File: config.mk
export PLATFORM = sky130hd
export DESIGN_NAME = soc_ctrl_top
export DESIGN_NICKNAME = d
export VERILOG_FILES = /design/src/hdl/soc_ctrl_pkg.sv /design/src/hdl/reg_addr_decode.sv /design/src/hdl/soc_cfg_regs.sv /design/src/hdl/boot_rom_port.sv /design/src/hdl/reg_to_apb_bridge.sv /design/src/hdl/soc_ctrl_top.sv
export SDC_FILE = /design/constraint.sdc
export NUM_CORES = 1
export LEC_CHECK = 0
export ABC_AREA = 1
export BUFFER_PORTS_ARGS = -buffer_cell sky130_fd_sc_hd__buf_2
export CAP_MARGIN = 20
export CORE_MARGIN = 2
export CORE_UTILIZATION = 49
export CTS_CLUSTER_DIAMETER = 60
export DETAILED_ROUTE_END_ITERATION = 10
export PLACE_DENSITY = 0.9
export SKIP_CTS_REPAIR_TIMING = 1
export SLEW_MARGIN = 20
export SYNTH_ARGS = -nofsm -noshare
export SYNTH_HDL_FRONTEND = slang
export SYNTH_SLANG_ARGS = --single-unit
File: constraint.sdc
create_clock -name soc_clk_i -period 13.5 [get_ports soc_clk_i]
set_clock_uncertainty 0.2 [all_clocks]
set_input_delay 2.7 -clock soc_clk_i [delete_from_list [all_inputs] [get_ports soc_clk_i]]
set_output_delay 2.7 -clock soc_clk_i [all_outputs]
set_load 0.03 [all_outputs]
File: src/hdl/boot_rom.hex
// One 32-bit boot ROM word per line, word index 0 to 15
b007_0000
b007_1111
b007_2222
b007_3333
1cea_4004
1cea_5115
1cea_6226
1cea_7337
d00d_8008
d00d_9119
d00d_a22a
d00d_b33b
5eed_c00c
5eed_d11d
5eed_e22e
5eed_f33f

File: src/hdl/soc_ctrl_pkg.sv
// SoC control package with register bus and APB types, address map and widths
`default_nettype none

package soc_ctrl_pkg;

  // --------------------------------------------------------------------
  // Widths
  // --------------------------------------------------------------------
  localparam int unsigned AddrWidth = 32;
  localparam int unsigned DataWidth = 32;
  localparam int unsigned StrbWidth = DataWidth / 8;

  // --------------------------------------------------------------------
  // Register bus
  // --------------------------------------------------------------------
  typedef struct packed {
    logic [AddrWidth-1:0] addr;
    logic                 write;
    logic [DataWidth-1:0] wdata;
    logic [StrbWidth-1:0] wstrb;
    logic                 valid;
  } reg_req_t;

  typedef struct packed {
    logic [DataWidth-1:0] rdata;
    logic                 ready;
    logic                 error;
  } reg_rsp_t;

  // --------------------------------------------------------------------
  // APB
  // --------------------------------------------------------------------
  typedef struct packed {
    logic [AddrWidth-1:0] paddr;
    logic                 pwrite;
    logic [DataWidth-1:0] pwdata;
    logic [StrbWidth-1:0] pstrb;
    logic                 psel;
    logic                 penable;
  } apb_req_t;

  typedef struct packed {
    logic [DataWidth-1:0] prdata;
    logic                 pready;
    logic                 pslverr;
  } apb_rsp_t;

  // Decoded register bus target
  typedef enum logic [1:0] {
    tgt_cfg  = 2'd0,
    tgt_rom  = 2'd1,
    tgt_apb  = 2'd2,
    tgt_none = 2'd3
  } tgt_sel_t;

  // Address map, base and window size in bytes
  localparam logic [AddrWidth-1:0] CfgRegsBase = 32'h0000_0000;
  localparam logic [AddrWidth-1:0] CfgRegsSize = 32'h0000_1000;
  localparam logic [AddrWidth-1:0] BootRomBase = 32'h0000_1000;
  localparam logic [AddrWidth-1:0] BootRomSize = 32'h0000_1000;
  localparam logic [AddrWidth-1:0] ApbBase     = 32'h0001_0000;
  localparam logic [AddrWidth-1:0] ApbSize     = 32'h0001_0000;

  // Config register offsets inside the cfg window
  localparam logic [AddrWidth-1:0] CfgClkGateOffset = 32'h0000_0000;
  localparam logic [AddrWidth-1:0] CfgBypassOffset  = 32'h0000_0004;

endpackage

`default_nettype wire

File: src/hdl/reg_addr_decode.sv
// Register bus address decoder steering requests to cfg, ROM or APB targets
`timescale 1ns/10ps
`default_nettype none

module reg_addr_decode (
  input  soc_ctrl_pkg::reg_req_t req_i,
  output soc_ctrl_pkg::reg_rsp_t rsp_o,
  output soc_ctrl_pkg::reg_req_t cfg_req_o,
  input  soc_ctrl_pkg::reg_rsp_t cfg_rsp_i,
  output soc_ctrl_pkg::reg_req_t rom_req_o,
  input  soc_ctrl_pkg::reg_rsp_t rom_rsp_i,
  output soc_ctrl_pkg::reg_req_t apb_req_o,
  input  soc_ctrl_pkg::reg_rsp_t apb_rsp_i
);

  soc_ctrl_pkg::tgt_sel_t sel;

  // Window hit test, offset from base compared unsigned against size
  always_comb begin
    if ((req_i.addr - soc_ctrl_pkg::CfgRegsBase) < soc_ctrl_pkg::CfgRegsSize) begin
      sel = soc_ctrl_pkg::tgt_cfg;
    end else if ((req_i.addr - soc_ctrl_pkg::BootRomBase) < soc_ctrl_pkg::BootRomSize) begin
      sel = soc_ctrl_pkg::tgt_rom;
    end else if ((req_i.addr - soc_ctrl_pkg::ApbBase) < soc_ctrl_pkg::ApbSize) begin
      sel = soc_ctrl_pkg::tgt_apb;
    end else begin
      sel = soc_ctrl_pkg::tgt_none;
    end
  end

  // Same payload to every target, valid only toward the selected one
  always_comb begin
    cfg_req_o       = req_i;
    rom_req_o       = req_i;
    apb_req_o       = req_i;
    cfg_req_o.valid = req_i.valid & (sel == soc_ctrl_pkg::tgt_cfg);
    rom_req_o.valid = req_i.valid & (sel == soc_ctrl_pkg::tgt_rom);
    apb_req_o.valid = req_i.valid & (sel == soc_ctrl_pkg::tgt_apb);
  end

  // Response return path
  always_comb begin
    case (sel)
      soc_ctrl_pkg::tgt_cfg: rsp_o = cfg_rsp_i;
      soc_ctrl_pkg::tgt_rom: rsp_o = rom_rsp_i;
      soc_ctrl_pkg::tgt_apb: rsp_o = apb_rsp_i;
      default: begin
        // Unmapped, complete at once with error
        rsp_o.rdata = '0;
        rsp_o.ready = req_i.valid;
        rsp_o.error = 1'b1;
      end
    endcase
  end

endmodule

`default_nettype wire

File: src/hdl/soc_cfg_regs.sv
// Top-level config registers holding per-cluster clock-gate and memory bypass bits
`timescale 1ns/10ps
`default_nettype none

module soc_cfg_regs #(
  parameter int unsigned NumClusters = 5
) (
  input  logic                   soc_clk_i,
  input  logic                   reset_i,
  input  soc_ctrl_pkg::reg_req_t req_i,
  output soc_ctrl_pkg::reg_rsp_t rsp_o,
  output logic [NumClusters-1:0] clu_clk_en_o,
  output logic [NumClusters-1:0] wide_mem_bypass_o
);

  logic [soc_ctrl_pkg::AddrWidth-1:0] offset;
  logic                               hit_gate;
  logic                               hit_bypass;
  logic                               wr_en;
  logic [NumClusters-1:0]             clk_gate_q;
  logic [NumClusters-1:0]             bypass_q;

  // ------------------------------------------------------------------
  // Offset decode
  // ------------------------------------------------------------------
  assign offset     = req_i.addr - soc_ctrl_pkg::CfgRegsBase;
  assign hit_gate   = (offset == soc_ctrl_pkg::CfgClkGateOffset);
  assign hit_bypass = (offset == soc_ctrl_pkg::CfgBypassOffset);

  // Only byte lane 0 carries the cluster bits
  assign wr_en = req_i.valid & req_i.write & req_i.wstrb[0];

  // ------------------------------------------------------------------
  // Registers
  // ------------------------------------------------------------------
  always_ff @(posedge soc_clk_i) begin
    if (reset_i) begin
      clk_gate_q <= '0;
      bypass_q   <= '0;
    end else if (wr_en) begin
      if (hit_gate) begin
        clk_gate_q <= req_i.wdata[NumClusters-1:0];
      end
      if (hit_bypass) begin
        bypass_q <= req_i.wdata[NumClusters-1:0];
      end
    end
  end

  // ------------------------------------------------------------------
  // Read-back and response, answered in the request cycle
  // ------------------------------------------------------------------
  always_comb begin
    rsp_o.rdata = '0;
    rsp_o.ready = req_i.valid;
    rsp_o.error = req_i.valid & ~(hit_gate | hit_bypass);
    if (hit_gate) begin
      rsp_o.rdata[NumClusters-1:0] = clk_gate_q;
    end else if (hit_bypass) begin
      rsp_o.rdata[NumClusters-1:0] = bypass_q;
    end
  end

  // A set gate bit stops the cluster clock
  assign clu_clk_en_o      = ~clk_gate_q;
  assign wide_mem_bypass_o = bypass_q;

endmodule

`default_nettype wire

File: src/hdl/boot_rom_port.sv
// Boot ROM behind the register bus with a registered one-cycle response
`timescale 1ns/10ps
`default_nettype none

module boot_rom_port #(
  parameter int unsigned RomWords = 16
) (
  input  logic                   soc_clk_i,
  input  logic                   reset_i,
  input  soc_ctrl_pkg::reg_req_t req_i,
  output soc_ctrl_pkg::reg_rsp_t rsp_o
);

  localparam int unsigned IdxWidth = (RomWords > 1) ? $clog2(RomWords) : 1;

  logic [soc_ctrl_pkg::DataWidth-1:0] rom_mem [RomWords];
  logic [IdxWidth-1:0]                word_idx;
  logic                               accept;
  logic [soc_ctrl_pkg::DataWidth-1:0] rdata_q;
  logic                               rsp_valid_q;
  logic                               werr_q;

  initial begin
    $readmemh("/design/src/hdl/boot_rom.hex", rom_mem);
  end

  // Word index from addr[5:2], wrapped into the table
  assign word_idx = IdxWidth'(req_i.addr[5:2] % RomWords);

  // No new accept while the previous answer is on the bus
  assign accept = req_i.valid & ~rsp_valid_q;

  // ------------------------------------------------------------------
  // Response flags
  // ------------------------------------------------------------------
  always_ff @(posedge soc_clk_i) begin
    if (reset_i) begin
      rsp_valid_q <= 1'b0;
      werr_q      <= 1'b0;
    end else begin
      rsp_valid_q <= accept;
      werr_q      <= accept & req_i.write;
    end
  end

  // Read word, writes return zero data
  always_ff @(posedge soc_clk_i) begin
    if (accept) begin
      rdata_q <= req_i.write ? '0 : rom_mem[word_idx];
    end
  end

  assign rsp_o.rdata = rdata_q;
  assign rsp_o.ready = rsp_valid_q;
  assign rsp_o.error = werr_q;

endmodule

`default_nettype wire

File: src/hdl/reg_to_apb_bridge.sv
// Register bus to APB bridge with setup and access phases
`timescale 1ns/10ps
`default_nettype none

module reg_to_apb_bridge (
  input  logic                   soc_clk_i,
  input  logic                   reset_i,
  input  soc_ctrl_pkg::reg_req_t req_i,
  output soc_ctrl_pkg::reg_rsp_t rsp_o,
  output soc_ctrl_pkg::apb_req_t apb_req_o,
  input  soc_ctrl_pkg::apb_rsp_t apb_rsp_i
);

  typedef enum logic [1:0] {
    st_idle   = 2'd0,
    st_setup  = 2'd1,
    st_access = 2'd2
  } state_t;

  state_t                             state_q;
  state_t                             state_d;
  logic                               done;
  logic [soc_ctrl_pkg::AddrWidth-1:0] paddr_q;
  logic                               pwrite_q;
  logic [soc_ctrl_pkg::DataWidth-1:0] pwdata_q;
  logic [soc_ctrl_pkg::StrbWidth-1:0] pstrb_q;

  // Access phase ends on pready
  assign done = (state_q == st_access) & apb_rsp_i.pready;

  // ------------------------------------------------------------------
  // Phase FSM
  // ------------------------------------------------------------------
  always_comb begin
    state_d = state_q;
    case (state_q)
      st_idle:   if (req_i.valid) state_d = st_setup;
      st_setup:  state_d = st_access;
      st_access: if (apb_rsp_i.pready) state_d = st_idle;
      default:   state_d = st_idle;
    endcase
  end

  always_ff @(posedge soc_clk_i) begin
    if (reset_i) begin
      state_q <= st_idle;
    end else begin
      state_q <= state_d;
    end
  end

  // Request held for the whole transfer, address rebased to the APB window
  always_ff @(posedge soc_clk_i) begin
    if ((state_q == st_idle) && req_i.valid) begin
      paddr_q  <= req_i.addr - soc_ctrl_pkg::ApbBase;
      pwrite_q <= req_i.write;
      pwdata_q <= req_i.wdata;
      pstrb_q  <= req_i.wstrb;
    end
  end

  // ------------------------------------------------------------------
  // APB and register bus outputs
  // ------------------------------------------------------------------
  assign apb_req_o.paddr   = paddr_q;
  assign apb_req_o.pwrite  = pwrite_q;
  assign apb_req_o.pwdata  = pwdata_q;
  assign apb_req_o.pstrb   = pstrb_q;
  assign apb_req_o.psel    = (state_q != st_idle);
  assign apb_req_o.penable = (state_q == st_access);

  assign rsp_o.rdata = apb_rsp_i.prdata;
  assign rsp_o.ready = done;
  assign rsp_o.error = done & apb_rsp_i.pslverr;

endmodule

`default_nettype wire

File: src/hdl/soc_ctrl_top.sv
// SoC control top joining the address decoder, config registers, boot ROM and APB bridge
`timescale 1ns/10ps
`default_nettype none

module soc_ctrl_top #(
  parameter int unsigned NumClusters = 5,
  parameter int unsigned RomWords    = 16
) (
  input  logic                   soc_clk_i,
  input  logic                   reset_i,
  input  soc_ctrl_pkg::reg_req_t reg_req_i,
  output soc_ctrl_pkg::reg_rsp_t reg_rsp_o,
  output soc_ctrl_pkg::apb_req_t apb_req_o,
  input  soc_ctrl_pkg::apb_rsp_t apb_rsp_i,
  output logic [NumClusters-1:0] clu_clk_en_o,
  output logic [NumClusters-1:0] wide_mem_bypass_o
);

  // Per-target register bus links
  soc_ctrl_pkg::reg_req_t cfg_req;
  soc_ctrl_pkg::reg_rsp_t cfg_rsp;
  soc_ctrl_pkg::reg_req_t rom_req;
  soc_ctrl_pkg::reg_rsp_t rom_rsp;
  soc_ctrl_pkg::reg_req_t apb_reg_req;
  soc_ctrl_pkg::reg_rsp_t apb_reg_rsp;

  reg_addr_decode u_reg_addr_decode (
    .req_i    (reg_req_i),
    .rsp_o    (reg_rsp_o),
    .cfg_req_o(cfg_req),
    .cfg_rsp_i(cfg_rsp),
    .rom_req_o(rom_req),
    .rom_rsp_i(rom_rsp),
    .apb_req_o(apb_reg_req),
    .apb_rsp_i(apb_reg_rsp)
  );

  soc_cfg_regs #(
    .NumClusters(NumClusters)
  ) u_soc_cfg_regs (
    .soc_clk_i        (soc_clk_i),
    .reset_i          (reset_i),
    .req_i            (cfg_req),
    .rsp_o            (cfg_rsp),
    .clu_clk_en_o     (clu_clk_en_o),
    .wide_mem_bypass_o(wide_mem_bypass_o)
  );

  boot_rom_port #(
    .RomWords(RomWords)
  ) u_boot_rom_port (
    .soc_clk_i(soc_clk_i),
    .reset_i  (reset_i),
    .req_i    (rom_req),
    .rsp_o    (rom_rsp)
  );

  reg_to_apb_bridge u_reg_to_apb_bridge (
    .soc_clk_i(soc_clk_i),
    .reset_i  (reset_i),
    .req_i    (apb_reg_req),
    .rsp_o    (apb_reg_rsp),
    .apb_req_o(apb_req_o),
    .apb_rsp_i(apb_rsp_i)
  );

endmodule

`default_nettype wire

==> results.yml, run 1 <==
routing:
  drt-pass1-iter-count: 6
  drcViolationCount: 0
  drt_iter0_drc: 282
  wirelength_um: 11500
  via_per_inst: 4.96
  routedWlPerCell_um: 14.4
  vias: 3961
  ant_nets: 0
timing:
  worst_pin_slew_ns: 0.885
  slew_viol_final: 0
  whs_ns: 0.302
  period_needed_ns: 8.38
  slew_headroom_pct: 41.0
  rsz0062_at_grt: "no"
  hold_viol: 0
  min_period_over_period_pct: 62.1
  finalSetupViolations: 0
  finalSetupTns_ns: 0
  max_freq_ghz: 0.119
placed_design:
  dp_hpwl_um: 9340
  placed_area_um2: 5320
  gp_congestion: 0.892
  place_inst: 783
  portBuffers: 220
global_route:
  grt_max_degree: 70
  grt_pass1_vias: 3793
  grt-ovfl-total: 0
  antenna_found_initial: 0
  track_usage_pct: 24.5
  grt_pass1_wl_um: 17200
clocking:
  cts_tree: "done"
  clk_pin_slew_ns: 0.09
  cts_num_sinks: 83
  htreeDepth: 3
  clkLatencyLatePin_ns: 0.35
  clockBufferDepth: 2
  root_buffer: "clkbuf_8"
  cts_buffers: 9
worst_setup_path:
  worst-path-max-fanout: 30
  crit_arrival_ns: 5.48
  startpoint_type: "primary input"
  critPathCaptureType: "output port"
  worst-setup-path-type: "primary input to output port"
  crit_start: "reg_req_i[54]"
  cp.required_ns: 10.60
  rr_startpoint: "u_reg_to_apb_bridge.state_q[0]"
yosys:
  synth-seq-cells: 83
  synth.avg_cell_area_um2: 8.91
  synth_top_area_share_pct: 50.3
  postSynthCellCount: 462
  synth_edf_count: 69
  synthesis.area_um2: 4120
  seq_area_frac_synth_pct: 57.1
  yosysUniqueCellTypes: 28
  syn-num-nets: 571
  yosys-top-cells-area: "edfxtp_1 (50%), nand2_1 (9.8%), nor2_1 (6.8%)"
  synth_warnings: 0
  async_flop_share_pct: 0
  synth_ff_type: "edfxtp_1"
  yosys.area.top_type: "edfxtp_1"
floorplan:
  dieHeight_um: 95.7
  pin_count: 221
  start_util_pct: 50.4
  rows: 33
  coreArea_um2: 8180
  die_w_um: 95.7
  die_area_um2: 9150
finish:
  drive_gt1_share_pct: 39.3
  n_antenna_cell: 0
  area_growth_pct: 33.6
  instances_no_fill: 799
  fin_nets: 798
  stdcell_area_um2: 5500
power:
  p_per_area_nw_per_um2: 87.5
  p_leak_nw: 2.65
  peakVddDrop_v: 0.0000545
hold_path:
  hold_path_class: "register to register"
  min_from: "u_soc_cfg_regs.clk_gate_q[0]"
run_status:
  status: "finished, final reports clean"
job:
  cap_violations: 0
cells by family (layout without fill, tap and decap cells):
family | after synthesis | in the layout | synth area share, %
simple gates | 267 | 267 | 29.7
flops | 83 | 83 | 57.1
buf+inv | 83 | 315 | 8.05
compound gates | 22 | 22 | 3.37
xor+xnor | 4 | 4 | 0.851
fa+ha+maj | 3 | 3 | 0.912
report_power, final:
part	internal, mW	switching, mW	total, mW
combinational	0.0172	0.0255	0.0427
sequential	0.277	0.000000507	0.277
clock	0.0685	0.0934	0.162
per-stage QoR:
| step | setup slack, ns | total power, mW | utilization (%) |
|---|---|---|---|
| finish | 5.12 | 0.481 | 67.3 |
| global route | 4.73 | 0.496 | 67.3 |
| CTS | 5.09 | 0.484 | 67.3 |
| detailed placement | 5.10 | 0.325 | 65.1 |
| global placement | 5.19 | 0.323 | 65.1 |
| floorplan | 3.92 | 0.300 | - |
layout by cell type, fill, tap and decap left out, types with 2 or more instances in the layout:
| master | count |
|---|---|
| nand3_1 | 32 |
| a211oi_1 | 10 |
| nor4_1 | 3 |
| nand3_2 | 3 |
| o21ai_1 | 3 |
| edfxtp_1 | 69 |
| nor3_1 | 5 |
| inv_1 | 74 |
| buf_2 | 220 |
| ha_1 | 3 |
| nand2_1 | 107 |
| o21ai_0 | 8 |
| clkinvlp_4 | 3 |
| dfxtp_1 | 14 |
| nor2_1 | 75 |
| nand4_1 | 7 |
| inv_6 | 2 |
| xor2_1 | 4 |
| clkbuf_8 | 9 |
| inv_2 | 4 |
| nand2_2 | 4 |
| nor2_4 | 6 |
| nand3b_1 | 4 |
| nor2_2 | 17 |
cell type report:
type / count / area, um^2
multi-input combinational: 296 / 1440
timing repair buffer: 221 / 1110
inverter: 78 / 293
fill: 683 / 2680
clock inverter: 6 / 48.8
clock buffer: 10 / 128
tap: 105 / 131
sequential: 83 / 2350
path summary, 6_finish.rpt:
path / depth (start not counted) / slack, ns / to
setup / recovery: 16 / 5.12 / reg_rsp_o[1]
hold / removal: 2 / 0.30 / u_soc_cfg_regs.clk_gate_q[0]
setup reg to reg: 4 / 11.43 / u_reg_to_apb_bridge.pwdata_q[24]
hold reg to reg: 2 / 0.30 / u_soc_cfg_regs.clk_gate_q[0]
Yosys cell counts (all sizes together) (3+ instances only):
library cell  count
nor3              6
nand3b            4
edfxtp           69
a211oi           10
dfxtp            14
buf               4
nand2           111
nand4             7
nor2             98
o21ai            11
ha                3
nand3            35
nor4              4
inv              78
xor2              4
critical path, stage by stage:
cell and delay, ns:
buf_2 0.12, inv_1 0.16, ha_1 0.30, nand2_2 0.16, nor2_4 0.20, nand2_1 0.07, nand2_1 0.06, nand2_1 0.06
nor2_1 0.12, nand3b_1 0.10, nor2_1 0.18, nand3_2 0.53, nor2_1 0.33, nor2_1 0.08, nor2_1 0.08, buf_2 0.20
sequential cells by signal, indices dropped and copies added (netlist names):
| name | cells |
|---|---|
| u_soc_cfg_regs.wide_mem_bypass_o | 5 |
| u_boot_rom_port.rsp_valid_q | 1 |
| u_reg_to_apb_bridge.pwdata_q | 32 |
| u_reg_to_apb_bridge.pwrite_q | 1 |
| u_reg_to_apb_bridge.state_q | 2 |
| u_reg_to_apb_bridge.pstrb_q | 4 |
| u_reg_to_apb_bridge.paddr_q | 32 |
| u_soc_cfg_regs.clk_gate_q | 5 |
| u_boot_rom_port.werr_q | 1 |
per-layer routing:
layer / GRT usage, % / wire length [um] / vias up
met4: 9.76 / 251 / 0
met2: 42.9 / 5700 / 230
met1: 29.7 / 4430 / 1759
met3: 4.51 / 1140 / 29
li1: - / - / 1943
met5: 0 / 0 / -
Note: power is estimated with default switching activity, not from simulation.
==> run 2: changes to the inputs <==
Settings changed: CORE_UTILIZATION 49 to 45, PLACE_DENSITY 0.9 to 0.84.
Clock period 13.5 ns to 7.81 ns, I/O delays scaled along.
==> run 2 against run 1 <==
Net effect: register-to-register slack lost 5.7 ns; die area is 8.5% higher; count of clock-buffer cells in the layout down 1; via count shrank 0.63%; highest routed layer unchanged.
==> results.yml, run 2 (synthesis gave the netlist of run 1 again) <==
routing:
  drt-pass1-iter-count: 6
  wirelength_um: 10900
  drt_iter0_drc: 298
  via_per_inst: 4.91
  routedWlPerCell_um: 13.6
  drcViolationCount: 0
  ant_nets: 0
  vias: 3936
power:
  p_comb_share_pct: 8.3
  power.switching_mw: 0.212
  p_per_area_nw_per_um2: 158
  pwr-share-clk_pct: 36.9
  peakVddDrop_v: 0.0000741
  switching_share_pct: 24.3
  p_int_mw: 0.661
  seqPwrFrac_pct: 54.8
  p_leak_nw: 2.67
hold_path:
  hold_path_class: "register to register"
floorplan:
  coreArea_um2: 8810
  start_util_pct: 46.7
  die_w_um: 99.6
  pin_count: 221
  die_area_um2: 9930
  rows: 34
  dieHeight_um: 99.6
placed_design:
  gp_congestion: 0.869
  dp_hpwl_um: 8620
  placed_area_um2: 5330
  portBuffers: 220
worst_setup_path:
  worst-path-max-fanout: 30
  worst-setup-path-type: "primary input to output port"
  critPathCaptureType: "output port"
  cp.required_ns: 6.05
  path_cells: "buf_2 > inv_1 > ha_1 > nand2_2 > nor2_4 > nand2_1 > nand2_1 > nand2_1 > nor2_1 > nand3b_1 > nor2_1 > nand3_2 > nor2_1 > nand2_1 > nand2_1 > buf_2"
  cpMostUsedCell: "nand2_1"
  slowest_stage: "nand3_2"
  crit_arrival_ns: 4.44
  startpoint_type: "primary input"
  slowest_delay_ns: 0.56
global_route:
  grt-ovfl-total: 0
  antenna_found_initial: 0
  grt_pass1_wl_um: 16900
  grt_pass1_vias: 3669
  track_usage_pct: 21.3
  grt_max_degree: 70
timing:
  worst_pin_slew_ns: 0.880
  period_needed_ns: 6.20
  slew_viol_final: 0
  slew_headroom_pct: 41.3
  min_period_over_period_pct: 79.4
  rsz0062_at_grt: "no"
  finalSetupTns_ns: 0
  hold_viol: 0
  finalSetupViolations: 0
  max_freq_ghz: 0.161
job:
  cap_violations: 0
clocking:
  cts_buffers: 9
  clockBufferDepth: 2
  clk_pin_slew_ns: 0.09
  cts_tree: "done"
  cts_num_sinks: 83
  root_buffer: "clkbuf_8"
  clkLatencyLatePin_ns: 0.36
  htreeDepth: 3
finish:
  reg.largest.list: "u_reg_to_apb_bridge.paddr_q x32, u_reg_to_apb_bridge.pwdata_q x32"
  fill_cells: 729
  area_growth_pct: 34.6
  layout_common_cells: "buf_2 (220), nand2_1 (107), nor2_1 (75)"
  regArea_um2: 2350
  n_antenna_cell: 0
  stdcell_area_um2: 5540
  multi_input_area_um2: 1440
  drive_gt1_share_pct: 39.5
  fin_nets: 798
  mostFrequentLayoutCell: "buf_2"
run_status:
  status: "finished, final reports clean"
==> run 2: power by group through the flow <==
stage          combinational, mW  sequential, mW  clock (mW)
6_report                  0.0726           0.478       0.322
4_1_cts                   0.0720           0.478       0.327
5_1_grt                   0.0809           0.478       0.344
3_5_place_dp              0.0717           0.488           0
3_3_place_gp              0.0700           0.488           0
2_1_floorplan             0.0303           0.488           0
==> run 2: layer usage <==
metal	vias to the layer above	part of all wire [%]	track usage, %
met3	11	8.2	3.65
met2	221	50	37.6
met1	1753	41	26.9
met5	-	0	0
met4	0	1.1	6.53
li1	1951	-	-
==> run 2: final cells by class <==
cell class / count / share of cell area [%]
multi-input cells: 296 / 26.1
clock inverters: 7 / 1.49
inverters: 78 / 5.29
repair buffers: 221 / 20.0
well taps: 108 / 2.44
flip-flops and latches: 83 / 42.5
clock buffers: 9 / 2.24
==> run 2: final timing paths <==
check,from,to,slack [ns],depth (start not counted)
min reg2reg,u_soc_cfg_regs.clk_gate_q[4],u_soc_cfg_regs.clk_gate_q[4],0.30,2
max reg2reg,u_reg_to_apb_bridge.state_q[0],u_reg_to_apb_bridge.pwdata_q[25],5.74,4
max,reg_req_i[54],reg_rsp_o[0],1.61,16
min,u_soc_cfg_regs.clk_gate_q[4],u_soc_cfg_regs.clk_gate_q[4],0.30,2
==> run 2: worst max-delay path, delay by kind of cell <==
kind | cells | cell delay (ns)
AND/OR/NAND/NOR | 12 | 2.05
buffers and inverters | 3 | 0.49
adder cells (fa/ha/maj) | 1 | 0.31
==> run 2: metrics by stage <==
stage                     setup WS [ns]  hold WS [ns]  util (%)  instances  power, mW
after floorplan                    1.50         0.269         -        462      0.519
after global placement             1.77         0.279      60.6        786      0.558
after detailed placement           1.66         0.284      60.6        786      0.560
after CTS                          1.64         0.297      62.9        802      0.877
after global routing               1.24         0.338      62.9        802      0.903
final                              1.61         0.296      62.9        802      0.872
